===== src/hdl/rvPkg.sv =====
`default_nettype none

package rvPkg;

    // Major opcodes of the supported RV32I subset
    typedef enum logic [6:0] {
        opReg    = 7'b0110011,
        opImm    = 7'b0010011,
        opLoad   = 7'b0000011,
        opStore  = 7'b0100011,
        opBranch = 7'b1100011
    } opcodeE;

    typedef enum logic [2:0] {
        aluAdd = 3'd0, // Zero value, so a cleared ctrl means add
        aluSub = 3'd1,
        aluAnd = 3'd2,
        aluOr  = 3'd3,
        aluXor = 3'd4,
        aluSlt = 3'd5
    } aluOpE;

    // Main control bundle from the decoder
    typedef struct packed {
        logic  regWrite;
        logic  aluSrc;   // Immediate as second ALU operand
        logic  memWrite;
        logic  memToReg;
        logic  branch;
        logic  branchNe; // bne instead of beq
        aluOpE aluOp;
    } ctrlT;

    // Register write-back port
    typedef struct packed {
        logic        en;
        logic [4:0]  addr;
        logic [31:0] data;
    } wbT;

    localparam int imemWords = 64;
    localparam int dmemWords = 64;
    localparam logic [31:0] resetPc = 32'h0000_0000;

endpackage

`default_nettype wire

===== src/hdl/immGen.sv =====
`timescale 1ns/1ps
`default_nettype none

module immGen (
    input  logic [31:0] instr,
    output logic [31:0] imm
);
    import rvPkg::*;

    opcodeE opcode;

    assign opcode = opcodeE'(instr[6:0]);

    always_comb begin
        case (opcode)
            opImm, opLoad: begin
                imm = {{20{instr[31]}}, instr[31:20]};
            end
            opStore: begin
                imm = {{20{instr[31]}}, instr[31:25], instr[11:7]};
            end
            opBranch: begin
                // Byte offset, always even
                imm = {{19{instr[31]}}, instr[31], instr[7], instr[30:25], instr[11:8], 1'b0};
            end
            default: imm = 32'd0;
        endcase
    end

endmodule

`default_nettype wire


===== config.mk =====
export PLATFORM = sky130hd
export DESIGN_NAME = immGen
export DESIGN_NICKNAME = d
export VERILOG_FILES = /design/src/hdl/rvPkg.sv /design/src/hdl/immGen.sv
export SDC_FILE = /design/constraint.sdc
export NUM_CORES = 1
export LEC_CHECK = 0
export BUFFER_PORTS_ARGS = -buffer_cell sky130_fd_sc_hd__buf_2
export CORE_UTILIZATION = 25
export DETAILED_ROUTE_END_ITERATION = 16
export PLACE_DENSITY = 0.84
export SYNTH_ARGS = -nofsm -noshare
export SYNTH_HDL_FRONTEND = slang
export SYNTH_SLANG_ARGS = --single-unit
export TNS_END_PERCENT = 5

===== constraint.sdc =====
create_clock -name vclk -period 2.1
set_input_delay 0.21 -clock vclk [all_inputs]
set_output_delay 0.21 -clock vclk [all_outputs]
set_load 0.02 [all_outputs]

==> flow_summary.json <==
{
  "status": "completed",
  "core_area_mm2": 0.00132,
  "io_pins": 64,
  "whs_ps": 778,
  "layout_setup_ws_ps": 493,
  "initialDrtViolationCount": 4,
  "wl_met3_um": 80,
  "postLayoutCellArea_um2": 520,
  "final_nets": 119,
  "leakagePower_nw": 0.323,
  "syn-cell-area_um2": 360,
  "die_area_mm2": 0.00160,
  "yosysSeqAreaShare": 0,
  "die_x_um": 40.0,
  "worstPathRequired_ps": 1890,
  "total_power_uw": 61.6,
  "grt_pass1_vias": 322,
  "die_h_um": 40.0,
  "place.gp.congestion": 0.636,
  "vias": 436,
  "max_cap_violations": 0,
  "nFlopsAndLatches": 0,
  "antenna_found_initial": 0,
  "ant_nets": 0,
  "cp-end-kind": "primary output",
  "synth_cells": 48,
  "seq_area_um2": 0,
  "synth_nets": 80,
  "utilization": 0.395,
  "setup_tns_ps": 0,
  "area_delta_synth_final_pct": 44.4,
  "grt.total_usage": 0.106,
  "portBuffers": 56,
  "yosys-top-cells-area": "buf_4, nor3b_1, nand3b_1, a21oi_1, or3b_1",
  "fmax_mhz": 622,
  "start_util": 0.274,
  "hp-class": "input port to primary output",
  "slew_headroom": 0.856,
  "place_area_um2": 520,
  "clockBufferCount": 0,
  "gr-total-overflow": 0,
  "rsz0062_at_grt": "false",
  "cts_setup_buffers": 0,
  "hold_viol": 0,
  "min_period_ps": 1610,
  "avgSynthCellArea_um2": 7.51,
  "vdd_drop_max_v": 0.0000371,
  "dpl_worst_slack_ps": 476,
  "drive_gt1_frac": 0.729,
  "stdcell_count": 100,
  "top_layer": "met3",
  "hpwlAfterDp_um": 773,
  "yosys.cell_types.count": 14,
  "rows": 13,
  "wl_um": 927,
  "powerDensity_mw_per_mm2": 118,
  "first_pass_iters": 4,
  "crit_fanout": 20,
  "yosysTopAreaCell": "buf_4",
  "critPathLaunchType": "input port",
  "ys_warn_count": 0,
  "wl_met2_um": 474,
  "grt_pass1_wl_um": 1240,
  "drc_errors": 0,
  "worstMarginPinSlew_ps": 216,
  "num_antenna_cells": 0,
  "finalCritPeriodShare": 0.765,
  "cp.arrival_ps": 1400,
  "cts_resized": 0,
  "wl_met1_um": 372,
  "post_drt_wl_per_cell_um": 9.27,
  "worstSetupPathType": "input port to primary output",
  "postCtsHoldBufs": 0,
  "via_per_inst": 4.36,
  "drv_slew": 0,
  "grt_max_degree": 21,
  "setup_viol": 0,
  "dpl.cell_count": 100,
  "synth_top_area_share": 0.396
}
==> area by class of cell <==
| class | count | area, µm² |
|---|---|---|
| Tap cell | 15 | 18.8 |
| Fill cell | 142 | 797 |
| Timing Repair Buffer | 58 | 295 |
| Multi-Input combinational cell | 27 | 206 |
==> worst max-delay path, stage by stage <==
cell and delay (ps):
buf_2 190, mux2_2 420, nor3b_2 180, buf_4 200
buf_2 190
==> report_power, final <==
| part | internal (mW) | switching, mW | total (mW) |
|---|---|---|---|
| Clock | 0 | 0 | 0 |
| Combinational | 0.0318 | 0.0298 | 0.0616 |
| Sequential | 0 | 0 | 0 |
==> synth_stat cells <==
cell,instances
a21oi_1,4
buf_6,1
a211oi_1,1
or3b_2,2
mux2_2,1
nand3b_1,5
or3b_1,2
buf_2,1
nand2b_1,2
nand4bb_1,1
nand3_1,1
buf_4,19
nor3b_1,7
a221oi_1,1
==> cell usage in the layout (no fill, tap or decap), drive strengths merged <==
| master | n |
|---|---|
| a211oi | 1 |
| a21oi | 4 |
| a221oi | 1 |
| buf | 58 |
| mux2 | 1 |
| nand2b | 2 |
| nand3 | 1 |
| nand3b | 5 |
| nand4bb | 1 |
| nor3b | 7 |
| or3b | 4 |
==> metal layers <==
| layer | up-vias | global-route usage |
|---|---|---|
| li1 | 228 | - |
| met1 | 183 | 0.118 |
| met2 | 25 | 0.222 |
| met3 | 0 | 0.00556 |
| met4 | 0 | 0 |
| met5 | - | 0 |
==> path summary, 6_finish.rpt <==
| path | endpoint | cells after the start | start | slack [ps] |
|---|---|---|---|---|
| worst min-delay path | imm[6] | 3 | instr[26] | 780 |
| worst max-delay path | imm[26] | 5 | instr[5] | 490 |
==> kinds of logic (layout without fill, tap and decap cells) <==
| group | after synthesis | after routing | synth area share |
|---|---|---|---|
| AO/OA/AOI/OAI | 6 | 6 | 0.101 |
| buffers and inverters | 21 | 58 | 0.441 |
| AND/OR/NAND/NOR | 20 | 20 | 0.427 |
| multiplexers | 1 | 1 | 0.0312 |
(Power assumes the default switching activity.)
