===== config.mk =====
export PLATFORM = sky130hd
export DESIGN_NAME = dataMem
export DESIGN_NICKNAME = d
export VERILOG_FILES = /design/src/hdl/rvPkg.sv /design/src/hdl/dataMem.sv
export SDC_FILE = /design/constraint.sdc
export NUM_CORES = 2
export LEC_CHECK = 0
export BUFFER_PORTS_ARGS = -buffer_cell sky130_fd_sc_hd__buf_2
export CELL_PAD_IN_SITES_DETAIL_PLACEMENT = 0
export CELL_PAD_IN_SITES_GLOBAL_PLACEMENT = 1
export CORE_MARGIN = 3
export CORE_UTILIZATION = 33
export DETAILED_ROUTE_END_ITERATION = 6
export PLACE_DENSITY = 0.63
export SLEW_MARGIN = 20
export SYNTH_ARGS = -nofsm -noshare
export SYNTH_HDL_FRONTEND = slang
export SYNTH_SLANG_ARGS = --single-unit

===== constraint.sdc =====
create_clock -name CLK -period 5.2 [get_ports CLK]
set_input_delay 1.04 -clock CLK [delete_from_list [all_inputs] [get_ports CLK]]
set_output_delay 1.04 -clock CLK [all_outputs]
set_load 0.01 [all_outputs]

===== src/hdl/rvPkg.sv =====
`default_nettype none

package rvPkg;

    // Major opcodes of the supported RV32I subset
    typedef enum logic [6:0] {
        opReg    = 7'b0110011,
        opImm    = 7'b0010011,
        opLoad   = 7'b0000011,
        opStore  = 7'b0100011,
        opBranch = 7'b1100011
    } opcodeE;

    typedef enum logic [2:0] {
        aluAdd = 3'd0, // Zero value, so a cleared ctrl means add
        aluSub = 3'd1,
        aluAnd = 3'd2,
        aluOr  = 3'd3,
        aluXor = 3'd4,
        aluSlt = 3'd5
    } aluOpE;

    // Main control bundle from the decoder
    typedef struct packed {
        logic  regWrite;
        logic  aluSrc;   // Immediate as second ALU operand
        logic  memWrite;
        logic  memToReg;
        logic  branch;
        logic  branchNe; // bne instead of beq
        aluOpE aluOp;
    } ctrlT;

    // Register write-back port
    typedef struct packed {
        logic        en;
        logic [4:0]  addr;
        logic [31:0] data;
    } wbT;

    localparam int imemWords = 64;
    localparam int dmemWords = 64;
    localparam logic [31:0] resetPc = 32'h0000_0000;

endpackage

`default_nettype wire

===== src/hdl/dataMem.sv =====
`timescale 1ns/1ps
`default_nettype none

module dataMem (
    input  logic        CLK,
    input  logic [31:0] addr,
    input  logic [31:0] writeData,
    input  logic        memWrite,
    output logic [31:0] readData
);
    import rvPkg::*;

    logic [31:0] mem [dmemWords];
    logic [$clog2(dmemWords)-1:0] wordIdx;

    assign wordIdx = addr[$clog2(dmemWords)+1:2]; // Word aligned only

    initial begin
        for (int i = 0; i < dmemWords; i++) begin
            mem[i] = '0;
        end
    end

    always_ff @(posedge CLK) begin
        if (memWrite) begin
            mem[wordIdx] <= writeData;
        end
    end

    assign readData = mem[wordIdx];

endmodule

`default_nettype wire


==> flow_summary.ini <==
[sta]
slew_violations = 0
tns_ps = 0
holdWs_ps = 452
finalSetupViolCount = 0
slew_headroom_pct = 31.3
max_freq_mhz = 195
setup_ws_ps = 63.9
fin_crit_ps = 5140
tightest_slew_ps = 1030
rsz0062_at_grt = false
final-hold-violation-count = 0
period_share_pct = 98.8

[synthesis]
synth_most_common_cell = edfxtp_1
synthTopCellsByCount = edfxtp_1, mux2i_1, a22oi_1, a221oi_1, clkbuf_1
synth_edf_count = 2048
ys_types = 55
netlist_area_um2 = 78300
ys.flop_type = edfxtp_1
synthCells = 4207
synth_fp_nets = 4273
synth_seq_cells = 2048
ys_warn_count = 0
synthTopCellsByArea = edfxtp_1, mux2i_1, mux4_2, mux2_2, a221oi_1
syn_avg_cell_area_um2 = 18.6
seq_area_frac_synth_pct = 78.6
synth_top_area_cell = edfxtp_1
yosysTopAreaCellShare_pct = 78.6
async_flop_share_pct = 0

[power_and_ir_drop]
p_per_area_nw_per_um2 = 380
power.internal_mw = 27.3
combinationalPowerShare_pct = 6.0
ir_drop_mv = 0.346
switching_share_pct = 22.3
clockPowerShare_pct = 42.0
power_frac_seq_pct = 52.0
p_leak_nw = 29.7
power_switching_mw = 7.83

[run_status]
outcome = complete, no violations

[final_layout]
final_nets = 4622
postLayoutCoreUtil_pct = 39.3
n_fill_cell = 21400
largest-register = mem
largest_reg_flops = 2048
area_growth_syn_to_layout_pct = 18.2
drive_gt1_share_pct = 22.4
top_regs = mem: 2048 flops

[critical_path]
critPathKind = primary input to output port
max_stage_delay_ps = 410
start_kind = primary input
critical_path.most_common_cell = buf_4
setup.worst_path.end_class = output port
arrival_ps = 4100
cp_slowest_cell = and2_2
required_ps = 4160
cp_num_buf_inv = 6
crit_family = buffers and inverters
crit_chain = buf_8 -> and2_2 -> buf_4 -> buf_12 -> buf_4 -> and3_1 -> nor4_1 -> a31oi_1 -> a2111oi_2 -> buf_4 -> nand3_1 -> buf_2
worst-path-max-fanout = 20

[place]
port_buffers = 71
place_hpwl_um = 138000
globalplace.congestion = 0.862
dp_slack_ps = -297

[drt]
ant_nets = 0
firstDrtPassIters = 6
drc = 0
routed_wl_um = 230000
wire_per_inst_um = 29.2
viasPerCell = 5.47
num_vias = 43100
drtIter0Drc = 5321

[die]
die_y_um = 493
fp.dieW_um = 493
ioPinCount = 98
die_area_um2 = 243000
rows = 178
fp.coreArea_um2 = 236000
initial_utilization_pct = 33.2

[clock_tree]
cts_tree = yes
htreeDepth = 4
postCtsSetupBuffers = 0
clkSlewWorstSetupHoldPaths_ps = 70
ctsRootBufferMaster = clkbuf_16
cts_max_path_buffers = 3
clock-sinks = 2048
numCtsBuffers = 207

[global_routing]
antenna_found_initial = 22
grt_pass1_vias = 42200
grtUsageTotal_pct = 18.6
grt_max_degree = 86
grt_pass1_wl_um = 325000
grt-ovfl-total = 0

[min_path]
hold_end = mem[48][16]$_DFFE_PP_
whs_path_depth = 1
min_path_type = primary input to register
holdCritStartpoint = writeData[16]

[flow_run]
cap_viol_max_count = 0
[cell usage in the layout, fill, tap and decap left out, types with 53 or more instances in the layout]
cell type and n:
a21oi_1 121, nor2_4 67, mux2_2 147, nor2_1 77
nand3_1 53, mux2i_1 259, edfxtp_1 2048, buf_12 72
a22o_1 66, a22oi_1 188, o22ai_1 93, clkbuf_16 207
mux4_2 96, and3_1 85, o22a_1 70, o21ai_0 84
buf_2 66, a221oi_1 175, buf_4 296
[metrics by stage]
step                power (mW)  cells  instance area, um2
finish                    35.2   7886               92500
global route              36.2   7879               92500
floorplan                 19.6   4207               78300
global placement          20.7   7498               85600
detailed placement        20.8   7498               85700
CTS                       35.5   7876               92500
[per-layer routing]
metal / vias up / part of all wire (%) / track usage (%)
li1: 18300 / - / -
met1: 22800 / 42 / 26.2
met2: 1725 / 47 / 29.5
met3: 323 / 7.0 / 2.71
met4: 0 / 3.6 / 6.43
met5: - / 0 / 0
[worst max-delay path by stage]
stage / start / slack [ps] / to / cells past startpoint
3_3_place_gp: addr[3] / -300 / readData[14] / 8
5_1_grt: addr[3] / 20 / readData[10] / 12
3_5_place_dp: addr[3] / -300 / readData[14] / 8
6_report: addr[3] / 60 / readData[10] / 12
4_1_cts: addr[3] / 80 / readData[14] / 8
2_1_floorplan: addr[4] / 910 / readData[29] / 7
[power by group through the flow]
stage	registers, mW	logic [mW]	clock network [mW]
after detailed placement	18.7	2.11	0
final	18.3	2.10	14.8
after global placement	18.6	2.08	0
after floorplan	18.7	0.914	0
after global routing	18.3	2.20	15.7
after CTS	18.3	2.11	15.0
[layout make-up]
type,count,area (um2),share of cell area [%]
diodes,10,25.0,0.0271
repair buffers,438,4070,4.40
clock buffers,258,5370,5.81
clock inverters,121,1420,1.54
multi-input cells,1859,16200,17.5
well taps,3150,3940,4.26
inverters,2,15.0,0.0162
flip-flops and latches,2048,61500,66.5
[cells by family (layout without fill, tap and decap cells)]
| kind of cell | Yosys count | in the layout | synth area share [%] |
|---|---|---|---|
| multiplexers | 502 | 502 | 8.19 |
| AO/OA/AOI/OAI | 933 | 933 | 8.73 |
| buffers and inverters | 300 | 819 | 1.70 |
| other | 0 | 10 | 0 |
| AND/OR/NAND/NOR | 424 | 424 | 2.83 |
| flip-flops | 2048 | 2048 | 78.6 |
[repair_timing]
item                                    in CTS  in global routing
endpoints found under the setup margin       3                  1
resized for setup                            2                  1
hold buffers                                 0                  0
No activity file was read; power rests on OpenSTA's default activity.
