$ cat src/hdl/rvPkg.sv
`default_nettype none

package rvPkg;

    // Major opcodes of the supported RV32I subset
    typedef enum logic [6:0] {
        opReg    = 7'b0110011,
        opImm    = 7'b0010011,
        opLoad   = 7'b0000011,
        opStore  = 7'b0100011,
        opBranch = 7'b1100011
    } opcodeE;

    typedef enum logic [2:0] {
        aluAdd = 3'd0, // Zero value, so a cleared ctrl means add
        aluSub = 3'd1,
        aluAnd = 3'd2,
        aluOr  = 3'd3,
        aluXor = 3'd4,
        aluSlt = 3'd5
    } aluOpE;

    // Main control bundle from the decoder
    typedef struct packed {
        logic  regWrite;
        logic  aluSrc;   // Immediate as second ALU operand
        logic  memWrite;
        logic  memToReg;
        logic  branch;
        logic  branchNe; // bne instead of beq
        aluOpE aluOp;
    } ctrlT;

    // Register write-back port
    typedef struct packed {
        logic        en;
        logic [4:0]  addr;
        logic [31:0] data;
    } wbT;

    localparam int imemWords = 64;
    localparam int dmemWords = 64;
    localparam logic [31:0] resetPc = 32'h0000_0000;

endpackage

`default_nettype wire
$ cat src/hdl/controlDecode.sv
`timescale 1ns/1ps
`default_nettype none

module controlDecode (
    input  logic [31:0] instr,
    input  logic        rst,
    output rvPkg::ctrlT ctrl
);
    import rvPkg::*;

    opcodeE     opcode;
    logic [2:0] funct3;
    logic       funct7b30;

    assign opcode    = opcodeE'(instr[6:0]);
    assign funct3    = instr[14:12];
    assign funct7b30 = instr[30];

    always_comb begin
        ctrl = '0;
        if (!rst) begin
            case (opcode)
                opReg: begin
                    ctrl.regWrite = 1'b1;
                    case (funct3)
                        3'b000:  ctrl.aluOp = funct7b30 ? aluSub : aluAdd;
                        3'b010:  ctrl.aluOp = aluSlt;
                        3'b100:  ctrl.aluOp = aluXor;
                        3'b110:  ctrl.aluOp = aluOr;
                        3'b111:  ctrl.aluOp = aluAnd;
                        default: ctrl.regWrite = 1'b0; // Shifts and sltu not supported
                    endcase
                end
                opImm: begin // Only addi
                    ctrl.regWrite = (funct3 == 3'b000);
                    ctrl.aluSrc   = 1'b1;
                end
                opLoad: begin
                    ctrl.regWrite = 1'b1;
                    ctrl.aluSrc   = 1'b1;
                    ctrl.memToReg = 1'b1;
                end
                opStore: begin
                    ctrl.aluSrc   = 1'b1;
                    ctrl.memWrite = 1'b1;
                end
                opBranch: begin
                    ctrl.branch   = 1'b1;
                    ctrl.branchNe = (funct3 == 3'b001);
                    ctrl.aluOp    = aluSub; // Compare by subtraction
                end
                default: ctrl = '0;
            endcase
        end
    end

endmodule

`default_nettype wire

$ cat config.mk
export PLATFORM = sky130hd
export DESIGN_NAME = controlDecode
export DESIGN_NICKNAME = d
export VERILOG_FILES = /design/src/hdl/rvPkg.sv /design/src/hdl/controlDecode.sv
export SDC_FILE = /design/constraint.sdc
export NUM_CORES = 1
export LEC_CHECK = 0
export BUFFER_PORTS_ARGS = -buffer_cell sky130_fd_sc_hd__clkbuf_2
export CORE_AREA = 2 2 39 41
export DETAILED_ROUTE_END_ITERATION = 10
export DIE_AREA = 0 0 41 43
export PLACE_DENSITY = 0.5
export SLEW_MARGIN = 0
export SYNTH_ARGS = -nofsm -noshare
export SYNTH_HDL_FRONTEND = slang
export SYNTH_SLANG_ARGS = --single-unit
$ cat constraint.sdc
create_clock -name vclk -period 1.4
set_input_delay 0.14 -clock vclk [all_inputs]
set_output_delay 0.14 -clock vclk [all_outputs]
set_load 0.05 [all_outputs]
==> summary.txt <==
Detailed routing
  • Antenna-violating nets left: 0
  • Routed WL: 638 microns
  • Routed wl met2: 346 microns
  • WL met3: 51 microns
  • Post-detailed-route via-to-cell ratio: 4.35
  • DR WL/cell: 9.67 microns
  • Post-route DRC violation count: 0
  • Starting DRC count in detailed routing: 2
  • Detailed Routing Iterations Pass 1: 2
  • Top Metal Used: met3
  • M1 WL: 239 microns
  • Via count: 287

Timing
  • Slew @ Worst Pin: 0.261 ns
  • Min Tclk post-route: 1.33 ns
  • Setup TNS: 0 ns
  • Final Hold Vio Count: 0
  • Slew HR: 0.825
  • Slew Viols, Final: 0
  • FMAX: 0.752 GHz
  • Worst hold slack: 0.660 ns
  • Setup Viol. Count Final: 0
  • Ratio of final minimum period to clock period: 0.949
  • RSZ-0062 raised after global routing: no

Global route
  • First-pass GRT wire length: 986 microns
  • Largest net degree at the start of global routing: 10
  • Vias in the first global route: 254
  • GRT overflow: 0
  • Initial antenna violation count: 0
  • Total GRT Usage: 0.0759

Final layout
  • N_diodes: 0
  • Area Overhead vs Synth: 153%
  • # clk buffers: 0
  • Sequential cell count: 0
  • Post-route insts no fill: 66
  • Register Area: 0 sq um
  • Fillers: 156
  • Final Net Count: 85
  • Post-layout util: 0.309
  • Layout cell share with drive strength beyond 1: 0.760

Logic synthesis
  • Synthesized area per cell: 6.50 sq um
  • Net Count, Synth: 59
  • Share of the synthesized area in the top cell type: 0.0889
  • Compound-gate portion of the synthesized area: 0.252
  • Xor and xnor area share after synthesis: 0.0519
  • Syn Inst Count: 26
  • Area contributors post-synth: nor3_1, nor4b_2, and4bb_2
  • Simple-gate share of the synthesized area: 0.674
  • Multiplexer area fraction after synthesis: 0
  • Seq/Total Area, Yosys: 0
  • Largest area contributor in the netlist: nor3_1
  • Largest family of logic cells by synthesized area: simple AND/OR/NAND/NOR gates
  • Adder-Cell Fraction of Synth Area: 0
  • Synthesized area: 169 sq um
  • Synth cell types: 18
  • Synthesis Warnings: 0

Placed design
  • Placed insts: 66
  • Final GP Congestion: 0.655
  • Port bufs: 21

Floorplan
  • Cell Rows: 14
  • Starting Density: 0.122
  • Die Footprint: 1760 sq um
  • I/O pin total: 42
  • Die Width: 41 microns
  • Die Y: 43 microns
  • Core box area: 1380 sq um

Critical path
  • CP endpoint: ctrl[4]
  • CP Launch Type: input pin
  • Worst Setup Path Type: in2out
  • Crit-path max FO: 2
  • Crit path launch: rst
  • Setup crit end kind: output port
  • Critical Path RT: 1.26 ns
  • Arr. time, crit path: 1.19 ns

Pwr
  • Pleak: 0.181 nW
  • Power Total: 0.0756 mW
  • P per Cell Area: 177 nW/um^2
  • Worst vdd ir: 0.0000505 V

Hold path
  • Worst hold path type: in2out

Run
  • # Max-Cap Violations: 0

Status
  • Outcome: completed

Clock tree
  • CTS Hold Buffers Added: 0
  • Post-CTS Setup Repair Bufs: 0
==> layer usage <==
metal | up-vias | GRT usage
li1 | 151 | -
met1 | 127 | 0.0886
met2 | 9 | 0.150
met3 | 0 | 0
met4 | 0 | 0
met5 | - | 0
==> critical path: stages <==
cell and delay, ns:
clkbuf_2 0.12, nor4b_4 0.30, and4bb_4 0.27, buf_4 0.10, clkbuf_2 0.26
==> cell usage in the layout, fill, tap and decap left out, drive strengths merged <==
cell type  synthesis  layout
and4bb             1       1
nor4b              1       1
xnor2              1       1
a21oi              2       2
nand3              2       2
buf                0       7
nor3               3       3
and3               1       1
nor4               2       2
nor2               3       3
o211ai             1       1
nand2              3       3
or2b               1       1
o31ai              1       1
clkbuf             1      18
nor2b              1       1
a21bo              1       1
a211oi             1       1
==> timing repair <==
item / 4_1_cts / 5_1_grt
pin swaps: 0 / 2
cloned: 0 / 0
gates resized for setup: 7 / 7
endpoints found under the setup margin: 4 / 6
==> worst min-delay path by stage <==
stage              start       to  slack (ns)  cells past startpoint
3_3_place_gp   instr[12]  ctrl[2]        0.72                      3
2_1_floorplan  instr[12]  ctrl[2]        0.35                      1
5_1_grt        instr[12]  ctrl[2]        0.68                      3
6_report       instr[12]  ctrl[2]        0.66                      3
4_1_cts        instr[12]  ctrl[2]        0.67                      3
3_5_place_dp   instr[12]  ctrl[2]        0.72                      3
==> cells by family after synthesis <==
| family | after synthesis |
|---|---|
| and+or+nand+nor | 18 |
| AOI/OAI and AO/OA | 6 |
| xor gates and xnor gates | 1 |
| buffers and inverters | 1 |
==> report_power, final <==
| part | switching, mW | internal (mW) | total, mW |
|---|---|---|---|
| sequential | 0 | 0 | 0 |
| clock | 0 | 0 | 0 |
| combinational | 0.0435 | 0.0321 | 0.0756 |
| total | 0.0435 | 0.0321 | 0.0756 |
==> area by class of cell <==
cell class	instances	area [sq um]	area share
tap	16	20.0	0.0468
multi-input combinational	25	243	0.567
timing repair buffer	25	165	0.386
==> synthesized netlist by cell type <==
cell type,count
o31ai_1,1
nor4_1,1
and4bb_2,1
nand3_1,2
a21oi_1,2
or2b_1,1
nor2_1,3
nor3_1,3
a211oi_1,1
nand2_1,3
clkbuf_1,1
xnor2_1,1
and3_1,1
o211ai_1,1
nor4b_2,1
a21bo_2,1
nor2b_1,1
nor4_2,1
==> per-stage QoR <==
step | cell area, sq um | worst slack [ns]
global placement | 378 | -0.0690
global route | 428 | 0.00148
CTS | 409 | -0.00888
detailed placement | 378 | -0.0753
finish | 428 | 0.0711
floorplan | 226 | -0.121
(Power assumes the default switching activity.)
