### src/sim/program.hex
// One 32-bit RV32I instruction word per line, starting at address 0x00
// After each word: byte address, then the instruction in assembly
00500093 // 00 addi x1, x0, 5
ffd00113 // 04 addi x2, x0, -3
002081b3 // 08 add  x3, x1, x2
40208233 // 0c sub  x4, x1, x2
0020f2b3 // 10 and  x5, x1, x2
0020e333 // 14 or   x6, x1, x2
0020c3b3 // 18 xor  x7, x1, x2
00112433 // 1c slt  x8, x2, x1
00402423 // 20 sw   x4, 8(x0)
00802483 // 24 lw   x9, 8(x0)
00c02503 // 28 lw   x10, 12(x0)
00700013 // 2c addi x0, x0, 7
007005b3 // 30 add  x11, x0, x7
00108463 // 34 beq  x1, x1, 8
06300613 // 38 addi x12, x0, 99
00109463 // 3c bne  x1, x1, 8
0020a633 // 40 slt  x12, x1, x2
00000063 // 44 beq  x0, x0, 0

### src/hdl/rvPkg.sv
`default_nettype none

package rvPkg;

    // Major opcodes of the supported RV32I subset
    typedef enum logic [6:0] {
        opReg    = 7'b0110011,
        opImm    = 7'b0010011,
        opLoad   = 7'b0000011,
        opStore  = 7'b0100011,
        opBranch = 7'b1100011
    } opcodeE;

    typedef enum logic [2:0] {
        aluAdd = 3'd0, // Zero value, so a cleared ctrl means add
        aluSub = 3'd1,
        aluAnd = 3'd2,
        aluOr  = 3'd3,
        aluXor = 3'd4,
        aluSlt = 3'd5
    } aluOpE;

    // Main control bundle from the decoder
    typedef struct packed {
        logic  regWrite;
        logic  aluSrc;   // Immediate as second ALU operand
        logic  memWrite;
        logic  memToReg;
        logic  branch;
        logic  branchNe; // bne instead of beq
        aluOpE aluOp;
    } ctrlT;

    // Register write-back port
    typedef struct packed {
        logic        en;
        logic [4:0]  addr;
        logic [31:0] data;
    } wbT;

    localparam int imemWords = 64;
    localparam int dmemWords = 64;
    localparam logic [31:0] resetPc = 32'h0000_0000;

endpackage

`default_nettype wire
### src/hdl/instFetch.sv
`timescale 1ns/1ps
`default_nettype none

module instFetch (
    input  logic        CLK,
    input  logic        rst,
    input  logic        branchTaken,
    input  logic [31:0] branchTarget,
    output logic [31:0] pc,
    output logic [31:0] instr
);
    import rvPkg::*;

    logic [31:0] rom [imemWords];
    logic [31:0] nextPc;

    initial begin
        $readmemh("/design/src/sim/program.hex", rom);
    end

    // Taken branch wins over sequential fetch
    assign nextPc = branchTaken ? branchTarget : pc + 32'd4;

    always_ff @(posedge CLK) begin
        if (rst) begin
            pc <= resetPc;
        end else begin
            pc <= nextPc;
        end
    end

    // Word index without the two low bits
    assign instr = rom[pc[$clog2(imemWords)+1:2]];

endmodule

`default_nettype wire

### config.mk
export PLATFORM = sky130hd
export DESIGN_NAME = instFetch
export DESIGN_NICKNAME = d
export VERILOG_FILES = /design/src/hdl/rvPkg.sv /design/src/hdl/instFetch.sv
export SDC_FILE = /design/constraint.sdc
export NUM_CORES = 1
export LEC_CHECK = 0
export BUFFER_PORTS_ARGS = -buffer_cell sky130_fd_sc_hd__buf_4
export CORE_UTILIZATION = 45
export CTS_BUF_LIST = sky130_fd_sc_hd__clkbuf_8 sky130_fd_sc_hd__clkbuf_16
export DETAILED_ROUTE_END_ITERATION = 10
export PLACE_DENSITY = 0.79
export SLEW_MARGIN = 20
export SYNTH_ARGS = -nofsm -noshare
export SYNTH_HDL_FRONTEND = slang
export SYNTH_SLANG_ARGS = --single-unit
### constraint.sdc
create_clock -name CLK -period 2.09 [get_ports CLK]
set_input_delay 0.3135 -clock CLK [delete_from_list [all_inputs] [get_ports CLK]]
set_output_delay 0.3135 -clock CLK [all_outputs]
set_load 0.005 [all_outputs]
==> metrics.txt <==
Ports=99; flop2flop setup slack=0.1 ns; row cnt=23; CTS tree=built; Initial Utilization=0.485; mux cell area share after synthesis=0.0150; Top reg by flops=pc; final WL=5190 um; HP Class=primary input to flop; worst-margin pin slew=0.509 ns; Post-synth ARST share=0; largest net degree at the start of global routing=30; Reg power frac=0.466; vias in the first global route=1788; endpoints failing hold=0; post-synthesis cell area=2000 um2; Root Driver=clkbuf_8; initial antenna violation count=0; Leak Pwr=1.11 nW; Commonest cells post-synth=buf_4 (32), dfxtp_1 (32), nor2_1 (27); Fillers=379; register area=647 um2; Slew Limit Fails=0; share of layout cells above drive strength 1=0.315; ys flop type=dfxtp_1; clock power share=0.349; post-synthesis xor/xnor area fraction=0.0351; CTS Buf Count=5; worst r2r src=pc[2]; grt ovf=0; footprint of the multi-input gates=1150 um2; Post-CTS Hold Buffers=0; Peak VDD IR=0.392 mV; # DRC=0; n_diodes=0; Layout Nets=360; Final min period=1.99 ns; pwr/cell area=575 nW/um2; Req. time, crit path=2.29 ns; wire per inst=13.9 um; post-synth top area share=0.321; Max FO, Critical Path=7; RSZ-0062 raised after global routing=no; biggest registers after layout=pc x32; Post-Route M1 WL=2240 um; Die X=68.6 um; Pre-antenna DRT Iters=4; detailed placement HPWL=3670 um; Simple-Gate Fraction of Synth Area=0.256; Area Overhead vs Synth=31.4%; Synth area leaders=dfxtp_1 (32%), buf_4 (12%), a311oi_1 (6.6%); r2r worst-path depth=5; Final setup viols=0; CP Class=flop to flop; gp weighted congestion=0.786; CTS sink count=32; Core ar.=4120 um2; outcome=finished clean; Largest register FFs=32; Net Sw Frac=0.272; Worst-path clk slew=0.07 ns; fin crit share=0.953; NetSw=0.410 mW; Vias/cell=5.40; hold path start=branchTarget[5]; Detail Route Antenna Nets=0; CTS H-tree lvls=2; Max Cap Viol=0; # port buffers=66; Synth Instances=246; Setup crit start kind=flop; Worst setup EP type=flop; die height=68.6 um; FF-to-FF End=pc[22]; hold path cells=2; Synth Warn #=0; clock buffer depth=2; Clock Latency Late Sink=0.29 ns; count of different cell masters after synthesis=40; register bit total from synthesis=32; critical path arrival=2.19 ns; Synth Area in Adders=0.00627; DIE AREA=4710 um2; wire length on met3=407 um; Fmax achieved=502 MHz; register area share after synthesis=0.321; Top Layer Used=met4; met2 wire length=2480 um; Hold Path End=pc[5]; worst rel slew slack=0.660; placed instance area=2490 um2; Max Clock Skew=0.00569 ns; post-synthesis compound-gate area fraction=0.198; combinational power share=0.186; Post-synth EDFFs=0; largest family of logic cells by synthesized area=simple AND/OR/NAND/NOR gates; syn avg cell area=8.11 um2; Iteration-0 DRC Markers=142; Synth area leader=dfxtp_1; DR vias=2021; first-pass GRT wire length=7980 um; GRT Total Usage=0.229; TNS Setup=0 ns; P_int=1.10 mW; design area=2620 um2
-- worst max-delay path by stage --
stage / start / endpoint / slack [ns] / depth (start not counted)
2_1_floorplan: pc[5] / pc[20] / 0.12 / 5
3_3_place_gp: pc[2] / pc[22] / 0.15 / 5
3_5_place_dp: pc[12] / pc[22] / 0.07 / 4
4_1_cts: pc[2] / pc[22] / 0.04 / 5
5_1_grt: pc[12] / pc[21] / 0.001 / 4
6_report: pc[2] / pc[22] / 0.1 / 5
-- cell families (layout without fill, tap and decap cells) --
family | after synthesis | count (layout)
compound gates | 53 | 53
xor+xnor | 8 | 8
fa+ha+maj | 1 | 1
buf+inv | 54 | 101
flops | 32 | 32
mux | 3 | 3
other cells | 1 | 32
simple gates | 94 | 94
-- metal layers --
layer | GRT usage | up-vias
met5 | 0 | -
met2 | 0.393 | 81
met3 | 0.0493 | 6
met4 | 0.0938 | 0
li1 | - | 998
met1 | 0.274 | 936
-- critical path, cell delays in order (launching register included) --
cell      delay, ns
dfxtp_4        0.37
ha_2           0.17
nand2_1        0.08
or4_4          0.58
or4_1          0.49
a311oi_1       0.22
-- timing repair --
| action | in CTS | in global routing |
|---|---|---|
| setup buffers | 0 | 3 |
| setup endpoints to repair | 0 | 5 |
| resized for setup | 0 | 7 |
-- metrics by stage --
| step | hold WS, ns | std cells | power [mW] | worst slack [ns] | utilization |
|---|---|---|---|---|---|
| global route | 0.255 | 374 | 1.58 | 0.00120 | 0.637 |
| detailed placement | 0.489 | 364 | 0.992 | 0.0727 | 0.606 |
| CTS | 0.243 | 371 | 1.51 | 0.0419 | 0.629 |
| finish | 0.243 | 374 | 1.51 | 0.0985 | 0.637 |
| floorplan | 0.451 | 277 | 0.874 | 0.123 | - |
| global placement | 0.476 | 364 | 0.984 | 0.153 | 0.606 |
-- power groups by stage --
stage | clock network [mW] | logic, mW | registers [mW]
6_report | 0.526 | 0.280 | 0.702
5_1_grt | 0.563 | 0.313 | 0.708
4_1_cts | 0.534 | 0.279 | 0.701
3_5_place_dp | 0 | 0.278 | 0.714
3_3_place_gp | 0 | 0.273 | 0.712
2_1_floorplan | 0 | 0.158 | 0.716
-- area by class of cell --
cell class                      count  share of cell area
Multi-Input combinational cell    191               0.437
Sequential cell                    32               0.247
Timing Repair Buffer               85               0.242
Clock buffer                        7              0.0367
Tap cell                           50              0.0239
Inverter                            9              0.0129
-- cells in the final DEF (no fill, tap or decap), drive strengths merged, types with 3 or more instances in the layout --
master,count
a211oi,7
a21oi,3
a311oi,15
and4,4
buf,85
clkbuf,7
conb,32
dfxtp,32
inv,9
mux2i,3
nand2,15
nand3,10
nand4,5
nor2,27
nor3,8
nor4,4
o21ai,10
o31ai,7
or3,9
or4,9
xnor2,5
xor2,3
Note: power is estimated with default switching activity, not from simulation.
