## config.mk

```make
export PLATFORM = sky130hd
export DESIGN_NAME = regFile
export DESIGN_NICKNAME = d
export VERILOG_FILES = /design/src/hdl/rvPkg.sv /design/src/hdl/regFile.sv
export SDC_FILE = /design/constraint.sdc
export NUM_CORES = 2
export LEC_CHECK = 0
export BUFFER_PORTS_ARGS = -buffer_cell sky130_fd_sc_hd__buf_2
export CAP_MARGIN = 0
export CELL_PAD_IN_SITES_DETAIL_PLACEMENT = 0
export CELL_PAD_IN_SITES_GLOBAL_PLACEMENT = 1
export CORE_ASPECT_RATIO = 0.9
export CORE_UTILIZATION = 59
export DETAILED_ROUTE_END_ITERATION = 7
export GPL_ROUTABILITY_DRIVEN = 0
export PLACE_DENSITY = 0.91
export RECOVER_POWER = 100
export SYNTH_ARGS = -nofsm -noshare
export SYNTH_HDL_FRONTEND = slang
export SYNTH_SLANG_ARGS = --single-unit
```

## constraint.sdc

```tcl
create_clock -name CLK -period 4 [get_ports CLK]
set_input_delay 0.4 -clock CLK [delete_from_list [all_inputs] [get_ports CLK]]
set_output_delay 0.4 -clock CLK [all_outputs]
set_load 0.05 [all_outputs]
```

## src/hdl/rvPkg.sv

```systemverilog
`default_nettype none

package rvPkg;

    // Major opcodes of the supported RV32I subset
    typedef enum logic [6:0] {
        opReg    = 7'b0110011,
        opImm    = 7'b0010011,
        opLoad   = 7'b0000011,
        opStore  = 7'b0100011,
        opBranch = 7'b1100011
    } opcodeE;

    typedef enum logic [2:0] {
        aluAdd = 3'd0, // Zero value, so a cleared ctrl means add
        aluSub = 3'd1,
        aluAnd = 3'd2,
        aluOr  = 3'd3,
        aluXor = 3'd4,
        aluSlt = 3'd5
    } aluOpE;

    // Main control bundle from the decoder
    typedef struct packed {
        logic  regWrite;
        logic  aluSrc;   // Immediate as second ALU operand
        logic  memWrite;
        logic  memToReg;
        logic  branch;
        logic  branchNe; // bne instead of beq
        aluOpE aluOp;
    } ctrlT;

    // Register write-back port
    typedef struct packed {
        logic        en;
        logic [4:0]  addr;
        logic [31:0] data;
    } wbT;

    localparam int imemWords = 64;
    localparam int dmemWords = 64;
    localparam logic [31:0] resetPc = 32'h0000_0000;

endpackage

`default_nettype wire
```

## src/hdl/regFile.sv

```systemverilog
`timescale 1ns/1ps
`default_nettype none

module regFile (
    input  logic        CLK,
    input  logic        rst,
    input  logic [4:0]  rs1,
    input  logic [4:0]  rs2,
    input  rvPkg::wbT   wb,
    output logic [31:0] rd1,
    output logic [31:0] rd2
);

    logic [31:0] regs [32];

    always_ff @(posedge CLK) begin
        if (rst) begin
            for (int i = 0; i < 32; i++) begin
                regs[i] <= '0;
            end
        end else if (wb.en) begin
            regs[wb.addr] <= wb.data;
        end
    end

    // x0 reads as zero regardless of array contents
    assign rd1 = (rs1 == 5'd0) ? 32'd0 : regs[rs1];
    assign rd2 = (rs2 == 5'd0) ? 32'd0 : regs[rs2];

endmodule

`default_nettype wire

```

==> impl_table.tex <==
\begin{tabular}{lr}
\hline
Metric & Value \\
\hline
\multicolumn{2}{l}{\textbf{Run status}} \\
\quad Result of the run & complete, but fails checks \\
\quad Violated checks & max-capacitance violations, max-slew violations \\
\multicolumn{2}{l}{\textbf{Timing}} \\
\quad Number of slew-limit violations in the final report & 1112 \\
\quad Maximum achievable frequency & 251 MHz \\
\quad Setup repair after global routing missed its margin & false \\
\quad Setup slack of the critical path after layout & 0.0174 ns \\
\quad Post-route clock period utilization & 0.996 \\
\quad Period minus WS final & 3.98 ns \\
\quad Final Hold Viols & 0 \\
\quad Setup\_tns & 0 ns \\
\quad Worst relative slew slack & -0.761 \\
\quad Pin slew with the least headroom to its limit & 2.64 ns \\
\quad Final number of setup-violating endpoints & 0 \\
\multicolumn{2}{l}{\textbf{Setup path}} \\
\quad Kind of critical path & primary input to output port \\
\quad Cell with the largest stage delay on the worst path & sky130\_fd\_sc\_hd\_\_nor2\_4 \\
\quad Crit path launch type & primary input \\
\quad Largest driver fanout on the critical path & 22 \\
\quad Critical path data arrival time & 3.58 ns \\
\quad Required time of the worst setup path & 3.60 ns \\
\quad Top cell by count, worst path & sky130\_fd\_sc\_hd\_\_clkbuf\_2 \\
\quad Max incr delay on CP & 0.80 ns \\
\quad Crit. End Element & output port \\
\quad CP Cell Sequence & buf\_2 -> nor2\_4 -> clkbuf\_2 -> a2111oi\_0 -> buf\_4 -> nor3\_1 -> clkbuf\_2 \\
\multicolumn{2}{l}{\textbf{Worst hold path}} \\
\quad Cell depth of the worst hold path & 2 \\
\quad Classification of the worst-slack hold path & primary input to flop \\
\quad Min-delay src & wb[22] \\
\quad Worst hold path endpoint & regs[17][22]\$\_SDFFCE\_PN0P\_ \\
\multicolumn{2}{l}{\textbf{Yosys}} \\
\quad Share of flip-flops with an asynchronous set or reset & 0 \\
\quad Synthesized Nets & 3605 \\
\quad Share of the synthesized area in the top cell type & 0.565 \\
\quad Synth area leader & sky130\_fd\_sc\_hd\_\_edfxtp\_1 \\
\quad Synth Area in Simple Gates & 0.137 \\
\quad Post-synthesis register bit count & 1024 \\
\quad Portion of netlist area occupied by mux cells & 0.229 \\
\quad Leading cell types by total area after synthesis & sky130\_fd\_sc\_hd\_\_edfxtp\_1 56\%, sky130\_fd\_sc\_hd\_\_mux4\_2 19\%, sky130\_fd\_sc\_hd\_\_and2\_1 12\% \\
\quad Number of warning messages in the yosys log & 0 \\
\quad Share of the synthesized area in compound gates (AO/OA/AOI/OAI) & 0.0369 \\
\quad Cell with the most instances after synthesis & sky130\_fd\_sc\_hd\_\_and2\_1 \\
\quad Post-synthesis sequential area ratio & 0.565 \\
\quad Dominant combinational cell family by area after synthesis & multiplexers \\
\quad Main flop type after synthesis & sky130\_fd\_sc\_hd\_\_edfxtp\_1 \\
\quad Number of standard cells after synthesis & 3555 \\
\quad Post-Syn Area & 54400 um2 \\
\quad EDFF count, synth & 1024 \\
\quad Distinct cell type count of the synthesized netlist & 44 \\
\quad Mapped Avg Cell Area & 15.3 um2 \\
\quad Most instantiated cells after synthesis & 1027 x sky130\_fd\_sc\_hd\_\_and2\_1, 1024 x sky130\_fd\_sc\_hd\_\_edfxtp\_1, 464 x sky130\_fd\_sc\_hd\_\_mux4\_2 \\
\quad XOR/XNOR Fraction of Synth Area & 0 \\
\quad Adder-cell share of the synthesized area & 0 \\
\multicolumn{2}{l}{\textbf{Routing}} \\
\quad DRC errors left & 0 \\
\quad Final wirelength & 173000 um \\
\quad Total via count after detailed routing & 35700 \\
\quad Routed Antenna Nets & 0 \\
\quad Pre-Repair DR Iteration Count & 5 \\
\quad Iteration-0 DRC Markers & 5989 \\
\quad Routed length per placed instance & 35.3 um \\
\quad Vias per cell & 7.30 \\
\multicolumn{2}{l}{\textbf{Floorplanning}} \\
\quad Width of the chip & 322 um \\
\quad Height of the die & 290 um \\
\quad Cell row count & 105 \\
\quad Total I/O pin count & 114 \\
\quad Initial cell density of the core & 0.596 \\
\quad Die ar. & 93500 um2 \\
\quad Area inside the core boundary & 91300 um2 \\
\multicolumn{2}{l}{\textbf{Global route}} \\
\quad Largest net degree at the start of global routing & 69 \\
\quad GR peak layer & met2 \\
\quad Overflow left after global routing & 0 \\
\quad Wire length of the first global-routing pass & 246000 um \\
\quad M3 GR Usage & 0.110 \\
\quad Initial antenna violation count & 16 \\
\quad Met2 usage in global routing & 0.558 \\
\quad Number of global-route vias before repair & 36300 \\
\quad Met1 track demand over resource in global routing & 0.490 \\
\quad GR Util All Layers & 0.372 \\
\multicolumn{2}{l}{\textbf{Placement}} \\
\quad Port buffer count & 113 \\
\quad Sum of net half-perimeters after detailed placement & 104000 um \\
\quad Cell Area, Placed & 56800 um2 \\
\quad Setup slack after placement & 0.423 ns \\
\multicolumn{2}{l}{\textbf{Power and ir drop}} \\
\quad P\_leak & 20.2 nW \\
\quad Sequential share of power & 0.492 \\
\quad Clock Power Share & 0.375 \\
\quad Peak supply drop & 0.000376 V \\
\quad Power Internal & 0.0193 W \\
\quad P\_sw & 0.00656 W \\
\quad Ratio of total power to cell area & 433 nW/um2 \\
\quad Switching share of power & 0.254 \\
\quad Part of the power in combinational logic & 0.133 \\
\multicolumn{2}{l}{\textbf{Clocking}} \\
\quad Clock Tree Root & sky130\_fd\_sc\_hd\_\_clkbuf\_16 \\
\quad Number of buffers inserted during clock tree synthesis & 101 \\
\quad Clock sink count & 1024 \\
\quad Clock transition at the register clock pins on the worst setup and hold paths after CTS & 0.07 ns \\
\quad Maximum clock insertion buffer count & 3 \\
\quad Post-CTS setup-driven buffer insertion count & 0 \\
\quad Number of buffers added to fix hold violations after cts & 0 \\
\quad H-Tree Depth & 3 \\
\quad TritonCTS clock tree & built \\
\quad Cts repair resizes & 0 \\
\multicolumn{2}{l}{\textbf{Cells and area}} \\
\quad Largest register by flop count & regs \\
\quad Top flop regs & regs x1024 \\
\quad Fin area & 59800 um2 \\
\quad Flip-flop count of the largest register after layout & 1024 \\
\quad Share of post-route cells with drive strength above 1 & 0.255 \\
\quad Final net count & 3635 \\
\quad Area Overhead vs Synth & 9.76\% \\
\multicolumn{2}{l}{\textbf{Run}} \\
\quad Number of max-capacitance violations reported & 38 \\
\hline
\end{tabular}
-- cell type report --
type,count,area [um2]
antenna,6,15.0
clock buffer,125,2720
clock inverter,54,586
fill,6237,31600
inverter,3,11.3
multi-input combinational,2138,22000
sequential,1024,30700
tap,1230,1540
timing repair buffer,317,2170
-- worst max-delay path by stage --
stage | to | from | cells after the start | slack (ns)
2_1_floorplan | rd2[19] | rs2[2] | 7 | 0.39
3_3_place_gp | rd2[15] | rs2[0] | 9 | 0.43
3_5_place_dp | rd2[13] | rs2[0] | 8 | 0.42
4_1_cts | rd2[15] | regs[10][15]$_SDFFCE_PN0P_ | 7 | 0.39
5_1_grt | rd2[29] | rs2[0] | 8 | 0.12
6_report | rd2[16] | rs2[3] | 7 | 0.02
-- power by group through the flow --
stage | Clock, W | Combinational, W | Sequential [W]
finish | 0.00970 | 0.00343 | 0.0127
global route | 0.0100 | 0.00351 | 0.0128
CTS | 0.00969 | 0.00339 | 0.0127
detailed placement | 0 | 0.00337 | 0.0129
global placement | 0 | 0.00331 | 0.0128
floorplan | 0 | 0.00223 | 0.0128
-- routing by layer --
layer  vias up  part of all wire
met4        16             0.065
met3       650              0.15
met1     17900              0.33
met2      3322              0.45
met5         -           0.00063
li1      13800                 -
-- per-stage QoR --
stage	power (W)	hold WS, ns	instances	util
floorplan	0.0150	0.598	3555	-
global placement	0.0162	1.01	4712	0.622
detailed placement	0.0163	1.03	4712	0.622
CTS	0.0258	0.316	4891	0.658
global route	0.0263	0.351	4892	0.654
finish	0.0259	0.344	4897	0.654
-- placed cells by master, fill, tap and decap left out, drive strengths merged, types with 38 or more instances in the layout --
master	n
mux4	464
o22ai	103
a2111oi	61
nor2	39
buf	203
edfxtp	1024
mux2i	161
clkinv	38
clkbuf	239
and2	1027
a22o	51
nor3	54
-- cell families after synthesis --
family / after synthesis
buffers and inverters: 393
flip-flops: 1024
AO/OA/AOI/OAI: 266
multiplexers: 659
AND/OR/NAND/NOR: 1213
-- worst max-delay path: cells and delay by family --
kind                   cells  cell delay, ns
buffers and inverters      4            1.43
AND/OR/NAND/NOR            2            1.52
AO/OA/AOI/OAI              1            0.20
(Power assumes the default switching activity.)
