**config.mk**
```make
export PLATFORM = sky130hd
export DESIGN_NAME = executeUnit
export DESIGN_NICKNAME = d
export VERILOG_FILES = /design/src/hdl/rvPkg.sv /design/src/hdl/executeUnit.sv
export SDC_FILE = /design/constraint.sdc
export NUM_CORES = 1
export LEC_CHECK = 0
export BUFFER_PORTS_ARGS = -buffer_cell sky130_fd_sc_hd__buf_2
export CORE_MARGIN = 1.5
export CORE_UTILIZATION = 57
export DETAILED_ROUTE_END_ITERATION = 8
export GPL_TIMING_DRIVEN = 0
export PLACE_DENSITY = 0.84
export SLEW_MARGIN = 20
export SYNTH_ARGS = -nofsm -noshare
export SYNTH_HDL_FRONTEND = slang
export SYNTH_SLANG_ARGS = --single-unit
```
**constraint.sdc**
```tcl
create_clock -name vclk -period 8.35
set_input_delay 1.2525 -clock vclk [all_inputs]
set_output_delay 1.2525 -clock vclk [all_outputs]
set_load 0.01 [all_outputs]
```
**src/hdl/rvPkg.sv**
```systemverilog
`default_nettype none

package rvPkg;

    // Major opcodes of the supported RV32I subset
    typedef enum logic [6:0] {
        opReg    = 7'b0110011,
        opImm    = 7'b0010011,
        opLoad   = 7'b0000011,
        opStore  = 7'b0100011,
        opBranch = 7'b1100011
    } opcodeE;

    typedef enum logic [2:0] {
        aluAdd = 3'd0, // Zero value, so a cleared ctrl means add
        aluSub = 3'd1,
        aluAnd = 3'd2,
        aluOr  = 3'd3,
        aluXor = 3'd4,
        aluSlt = 3'd5
    } aluOpE;

    // Main control bundle from the decoder
    typedef struct packed {
        logic  regWrite;
        logic  aluSrc;   // Immediate as second ALU operand
        logic  memWrite;
        logic  memToReg;
        logic  branch;
        logic  branchNe; // bne instead of beq
        aluOpE aluOp;
    } ctrlT;

    // Register write-back port
    typedef struct packed {
        logic        en;
        logic [4:0]  addr;
        logic [31:0] data;
    } wbT;

    localparam int imemWords = 64;
    localparam int dmemWords = 64;
    localparam logic [31:0] resetPc = 32'h0000_0000;

endpackage

`default_nettype wire
```
**src/hdl/executeUnit.sv**
```systemverilog
`timescale 1ns/1ps
`default_nettype none

module executeUnit (
    input  rvPkg::ctrlT ctrl,
    input  logic [31:0] pc,
    input  logic [31:0] rd1,
    input  logic [31:0] rd2,
    input  logic [31:0] imm,
    output logic [31:0] aluResult,
    output logic        branchTaken,
    output logic [31:0] branchTarget
);
    import rvPkg::*;

    logic [31:0] opB;
    logic        zero;

    assign opB = ctrl.aluSrc ? imm : rd2;

    always_comb begin
        case (ctrl.aluOp)
            aluAdd: aluResult = rd1 + opB;
            aluSub: aluResult = rd1 - opB;
            aluAnd: aluResult = rd1 & opB;
            aluOr:  aluResult = rd1 | opB;
            aluXor: aluResult = rd1 ^ opB;
            aluSlt: begin
                // Signed compare
                aluResult = ($signed(rd1) < $signed(opB)) ? 32'd1 : 32'd0;
            end
            default: aluResult = 32'd0;
        endcase
    end

    assign zero = (aluResult == 32'd0);

    // beq takes on zero, bne on nonzero
    assign branchTaken  = ctrl.branch && (zero != ctrl.branchNe);
    assign branchTarget = pc + imm;

endmodule

`default_nettype wire

```
==> results.cfg, run 1 <==
[logic_synthesis]
synthesis.instances = 1091
synth-seq-area-share = 0
syn_area_per_cell_um2 = 6.83
synth_fp_nets = 1368
yosysUniqueCellTypes = 84
synth.area.top_cells = ha_1, a21oi_1, inv_1, mux2i_1, nor2_1
synth_top_area_frac = 0.230
yosysTopAreaCell = ha_1
yosysWarnings = 0
netlist_area_um2 = 7460

[outcome]
outcome = finished, final reports clean

[die]
initial_core_util = 0.588
coreArea_um2 = 12700
rows = 41
design.die.area_um2 = 13800
die_x_um = 117
die_y_um = 117
num_io_pins = 202

[job]
drv_cap = 0

[routing]
drc = 0
vias = 9287
routedWlPerCell_um = 18.6
dr.pass1.iters = 6
drt-total-wl_um = 27200
drtIter0Drc = 1010
avgViaCountPerCell = 6.36
drtAntennaViolNets = 0

[sta]
slew_violations = 0
fin_ws_ps = 292
fin_tns_setup_ps = 0
setup-violations-final = 0
hold_viol_final = 0
min_period_ps = 8060
min_period_over_period = 0.965
relSlewSlack = 0.297
fmax_ghz = 0.124
rsz0062_at_grt = false
worst_pin_slew_ps = 1050

[worst_setup_path]
cpMaxStageDelayCell = buf_1
start_kind = input port
crit_fanout = 10
crit_type = input port to primary output
cp_slowest_stage_delay_ps = 800
cp.arrival_ps = 6810
path_cells = clkbuf_1, buf_1, mux2i_1, inv_1, ha_1, fa_1, a211oi_2, o21ai_1, a211oi_1, nor4_1, a211o_1, xnor2_1, a211oi_1, o2111ai_1, nor4_1, nand4_1, or3_1, mux2i_1, buf_2
required_ps = 7100
end_kind = primary output

[power_and_ir_drop]
p_leak_nw = 4.42
power.density_nw_per_um2 = 87.1
peakVddDrop_mv = 0.0461

[cells_and_area]
final_layout_size_suffix_gt1_frac = 0.193
seq_cells = 0
mostFrequentLayoutCells = buf_2, ha_1, inv_1
antenna_cells = 0
seq_area_um2 = 0
areaGrowthSynthToFinish_pct = 16.1
final_common_cell = buf_2
num-clock-buffers = 0
nets = 1567

[place]
dp_hpwl_um = 22200
portBuffers = 197
gp_congestion = 1.01
place_worst_setup_slack_ps = 354

[global_route]
track_usage = 0.378
grt_pass1_vias = 8583
grt_start_max_net_pins = 11
antenna_found_initial = 0
grt_pass1_wl_um = 43400
overflow = 0

[cts]
cts-hold-fix-buffers = 0
post_cts_buffers = 0
ctsResizeCount = 0

[worst_hold_path]
worstHoldPathType = input port to primary output
==> area by class of cell <==
class | instances | area [µm²]
fillers | 1205 | 4010
multi-input cells | 925 | 6810
repair buffers | 197 | 986
well taps | 172 | 215
inverters | 112 | 420
plain buffers | 54 | 229
==> power by group <==
group          switching, mW  internal, mW
registers                  0             0
logic                  0.464         0.291
clock network              0             0
==> worst paths after layout <==
check,start,to,depth (start not counted)
hold / removal,pc[0],branchTarget[0],3
setup / recovery,ctrl[7],branchTaken,19
==> worst max-delay path, delay by kind of cell <==
| kind | cells | cell delay, ps |
|---|---|---|
| compound gates | 6 | 1950 |
| xor+xnor | 1 | 130 |
| fa+ha+maj | 2 | 740 |
| buf+inv | 4 | 1230 |
| mux | 2 | 530 |
| simple gates | 4 | 960 |
==> cells by family after synthesis <==
kind of cell | count (synthesis) | synth area share
compound gates | 381 | 0.348
simple gates | 315 | 0.215
buf+inv | 166 | 0.0869
fa+ha+maj | 140 | 0.238
xor+xnor | 48 | 0.0564
mux | 41 | 0.0550
==> per-stage QoR <==
step / hold slack [ps] / util / power [mW] / cells / area (µm²)
3_5_place_dp: 2820 / 0.683 / 0.730 / 1460 / 8660
3_3_place_gp: 2810 / 0.683 / 0.721 / 1460 / 8660
6_report: 2820 / 0.683 / 0.754 / 1460 / 8660
4_1_cts: 2820 / 0.683 / 0.734 / 1460 / 8660
2_1_floorplan: 2640 / - / 0.499 / 1091 / 7460
5_1_grt: 2830 / 0.683 / 0.818 / 1460 / 8660
==> routing by layer <==
metal | track usage | vias up | share of wire
li1 | - | 4378 | -
met1 | 0.524 | 4207 | 0.42
met2 | 0.610 | 623 | 0.44
met3 | 0.0428 | 79 | 0.11
met4 | 0.118 | 0 | 0.031
met5 | 0 | - | 0
==> synthesized netlist by cell type (5+ instances only) <==
cell        n
ha_1      137
inv_1     111
a21oi_1    91
nor2_1     91
o21ai_0    65
nand2_1    64
mux2i_1    41
xnor2_1    34
a21o_1     31
o211ai_1   30
clkbuf_1   28
nor3_1     23
a211oi_1   18
nand2b_1   18
buf_2      17
nand3_1    17
nor2b_1    17
o21a_1     17
nor4_1     14
xor2_1     14
or3_1      13
and3_1     12
o21bai_1   12
o31ai_1    12
a22oi_1    11
nand4_1    11
or2_2      10
a211o_1     9
a31oi_1     9
buf_1       8
o21ai_1     7
a311oi_1    6
o221ai_1    6
o22ai_1     5
No activity file was read; power rests on OpenSTA's default activity.
==> inputs of run 2 (changes only) <==
Settings changed: PLACE_DENSITY 0.84 to 0.95.
==> results.cfg, run 2 (synthesis results as in run 1) <==
[sta]
worst_pin_slew_ps = 1180
min_period_over_period = 0.971
setup-violations-final = 0
fin_tns_setup_ps = 0
hold_viol_final = 0
relSlewSlack = 0.210
fmax_ghz = 0.123
rsz0062_at_grt = false
slew_violations = 0
min_period_ps = 8100

[global_route]
track_usage = 0.378
grt_pass1_vias = 8891
grt_start_max_net_pins = 11
antenna_found_initial = 0
overflow = 0
grt_pass1_wl_um = 43400

[cells_and_area]
mostFrequentLayoutCells = buf_2, ha_1, inv_1
areaGrowthSynthToFinish_pct = 16.2
final_layout_size_suffix_gt1_frac = 0.193
num-clock-buffers = 0
final_common_cell = buf_2
multi_input_area_um2 = 6810
nets = 1567
fillers = 1176
seq_cells = 0
antenna_cells = 0
seq_area_um2 = 0

[die]
die_x_um = 117
num_io_pins = 202
die_y_um = 117
initial_core_util = 0.588
design.die.area_um2 = 13800
coreArea_um2 = 12700
rows = 41

[worst_setup_path]
path_cells = clkbuf_1, clkdlybuf4s15_1, mux2i_1, inv_1, ha_1, fa_1, a211oi_2, o21ai_1, a211oi_1, nor4_1, a211o_1, xnor2_1, a211oi_1, o2111ai_1, nor4_1, nand4_1, or3_1, mux2i_1, buf_2
cp.arrival_ps = 6850
cp.buffers_inverters = 4
crit_fanout = 10
required_ps = 7100
cp_top_family = compound AO/OA/AOI/OAI gates
crit_type = input port to primary output
start_kind = input port
end_kind = primary output
cpMaxStageDelayCell = clkdlybuf4s15_1
cp_slowest_stage_delay_ps = 750

[cts]
post_cts_buffers = 0
ctsResizeCount = 0
cts-hold-fix-buffers = 0

[power_and_ir_drop]
power.switching_uw = 467
peakVddDrop_mv = 0.0457
p_seq_frac = 0
p_comb_frac = 1.000
p_leak_nw = 4.42
swShare = 0.616
finalPower_uw = 758
power.density_nw_per_um2 = 87.5
p_clk_frac = 0
internal-power_uw = 291

[routing]
dr.pass1.iters = 6
drt-total-wl_um = 27500
drc = 0
routedWlPerCell_um = 18.9
avgViaCountPerCell = 6.46
drtAntennaViolNets = 0
drtIter0Drc = 1167
vias = 9437

[place]
dp_hpwl_um = 22400
gp_congestion = 1.01
portBuffers = 197

[job]
drv_cap = 0

[worst_hold_path]
worstHoldPathType = input port to primary output

[outcome]
outcome = finished, final reports clean
run 2: layout make-up:
cell class                      count  share of cell area
Multi-Input combinational cell    925               0.786
Timing Repair Buffer              197               0.114
Inverter                          112              0.0485
Buffer                             54              0.0271
Tap cell                          172              0.0248
run 2: stage by stage:
| stage | setup WS [ps] | utilization | cells | hold slack, ps | instance area (µm²) |
|---|---|---|---|---|---|
| 6_report | 246 | 0.684 | 1460 | 2820 | 8660 |
| 5_1_grt | 18.9 | 0.684 | 1460 | 2830 | 8660 |
| 4_1_cts | 313 | 0.683 | 1460 | 2820 | 8660 |
| 3_5_place_dp | 336 | 0.683 | 1460 | 2810 | 8660 |
| 3_3_place_gp | 348 | 0.683 | 1460 | 2810 | 8660 |
| 2_1_floorplan | 1530 | - | 1091 | 2640 | 7460 |
run 2: power groups by stage:
stage | registers, mW | logic (mW) | clock network, mW
2_1_floorplan | 0 | 0.499 | 0
3_3_place_gp | 0 | 0.718 | 0
3_5_place_dp | 0 | 0.732 | 0
4_1_cts | 0 | 0.736 | 0
5_1_grt | 0 | 0.819 | 0
6_report | 0 | 0.758 | 0
run 2: final timing paths:
kind | startpoint | endpoint | slack [ps] | cells after the start
worst max-delay path | ctrl[7] | branchTaken | 250 | 19
worst min-delay path | pc[0] | branchTarget[0] | 2820 | 3
run 2: layer usage:
metal | part of all wire | wire (µm) | vias to the layer above | global-route usage
li1 | - | - | 4373 | -
met1 | 0.41 | 11200 | 4359 | 0.489
met2 | 0.45 | 12300 | 597 | 0.628
met3 | 0.10 | 2820 | 108 | 0.0550
met4 | 0.043 | 1200 | 0 | 0.149
met5 | 0 | 0 | - | 0
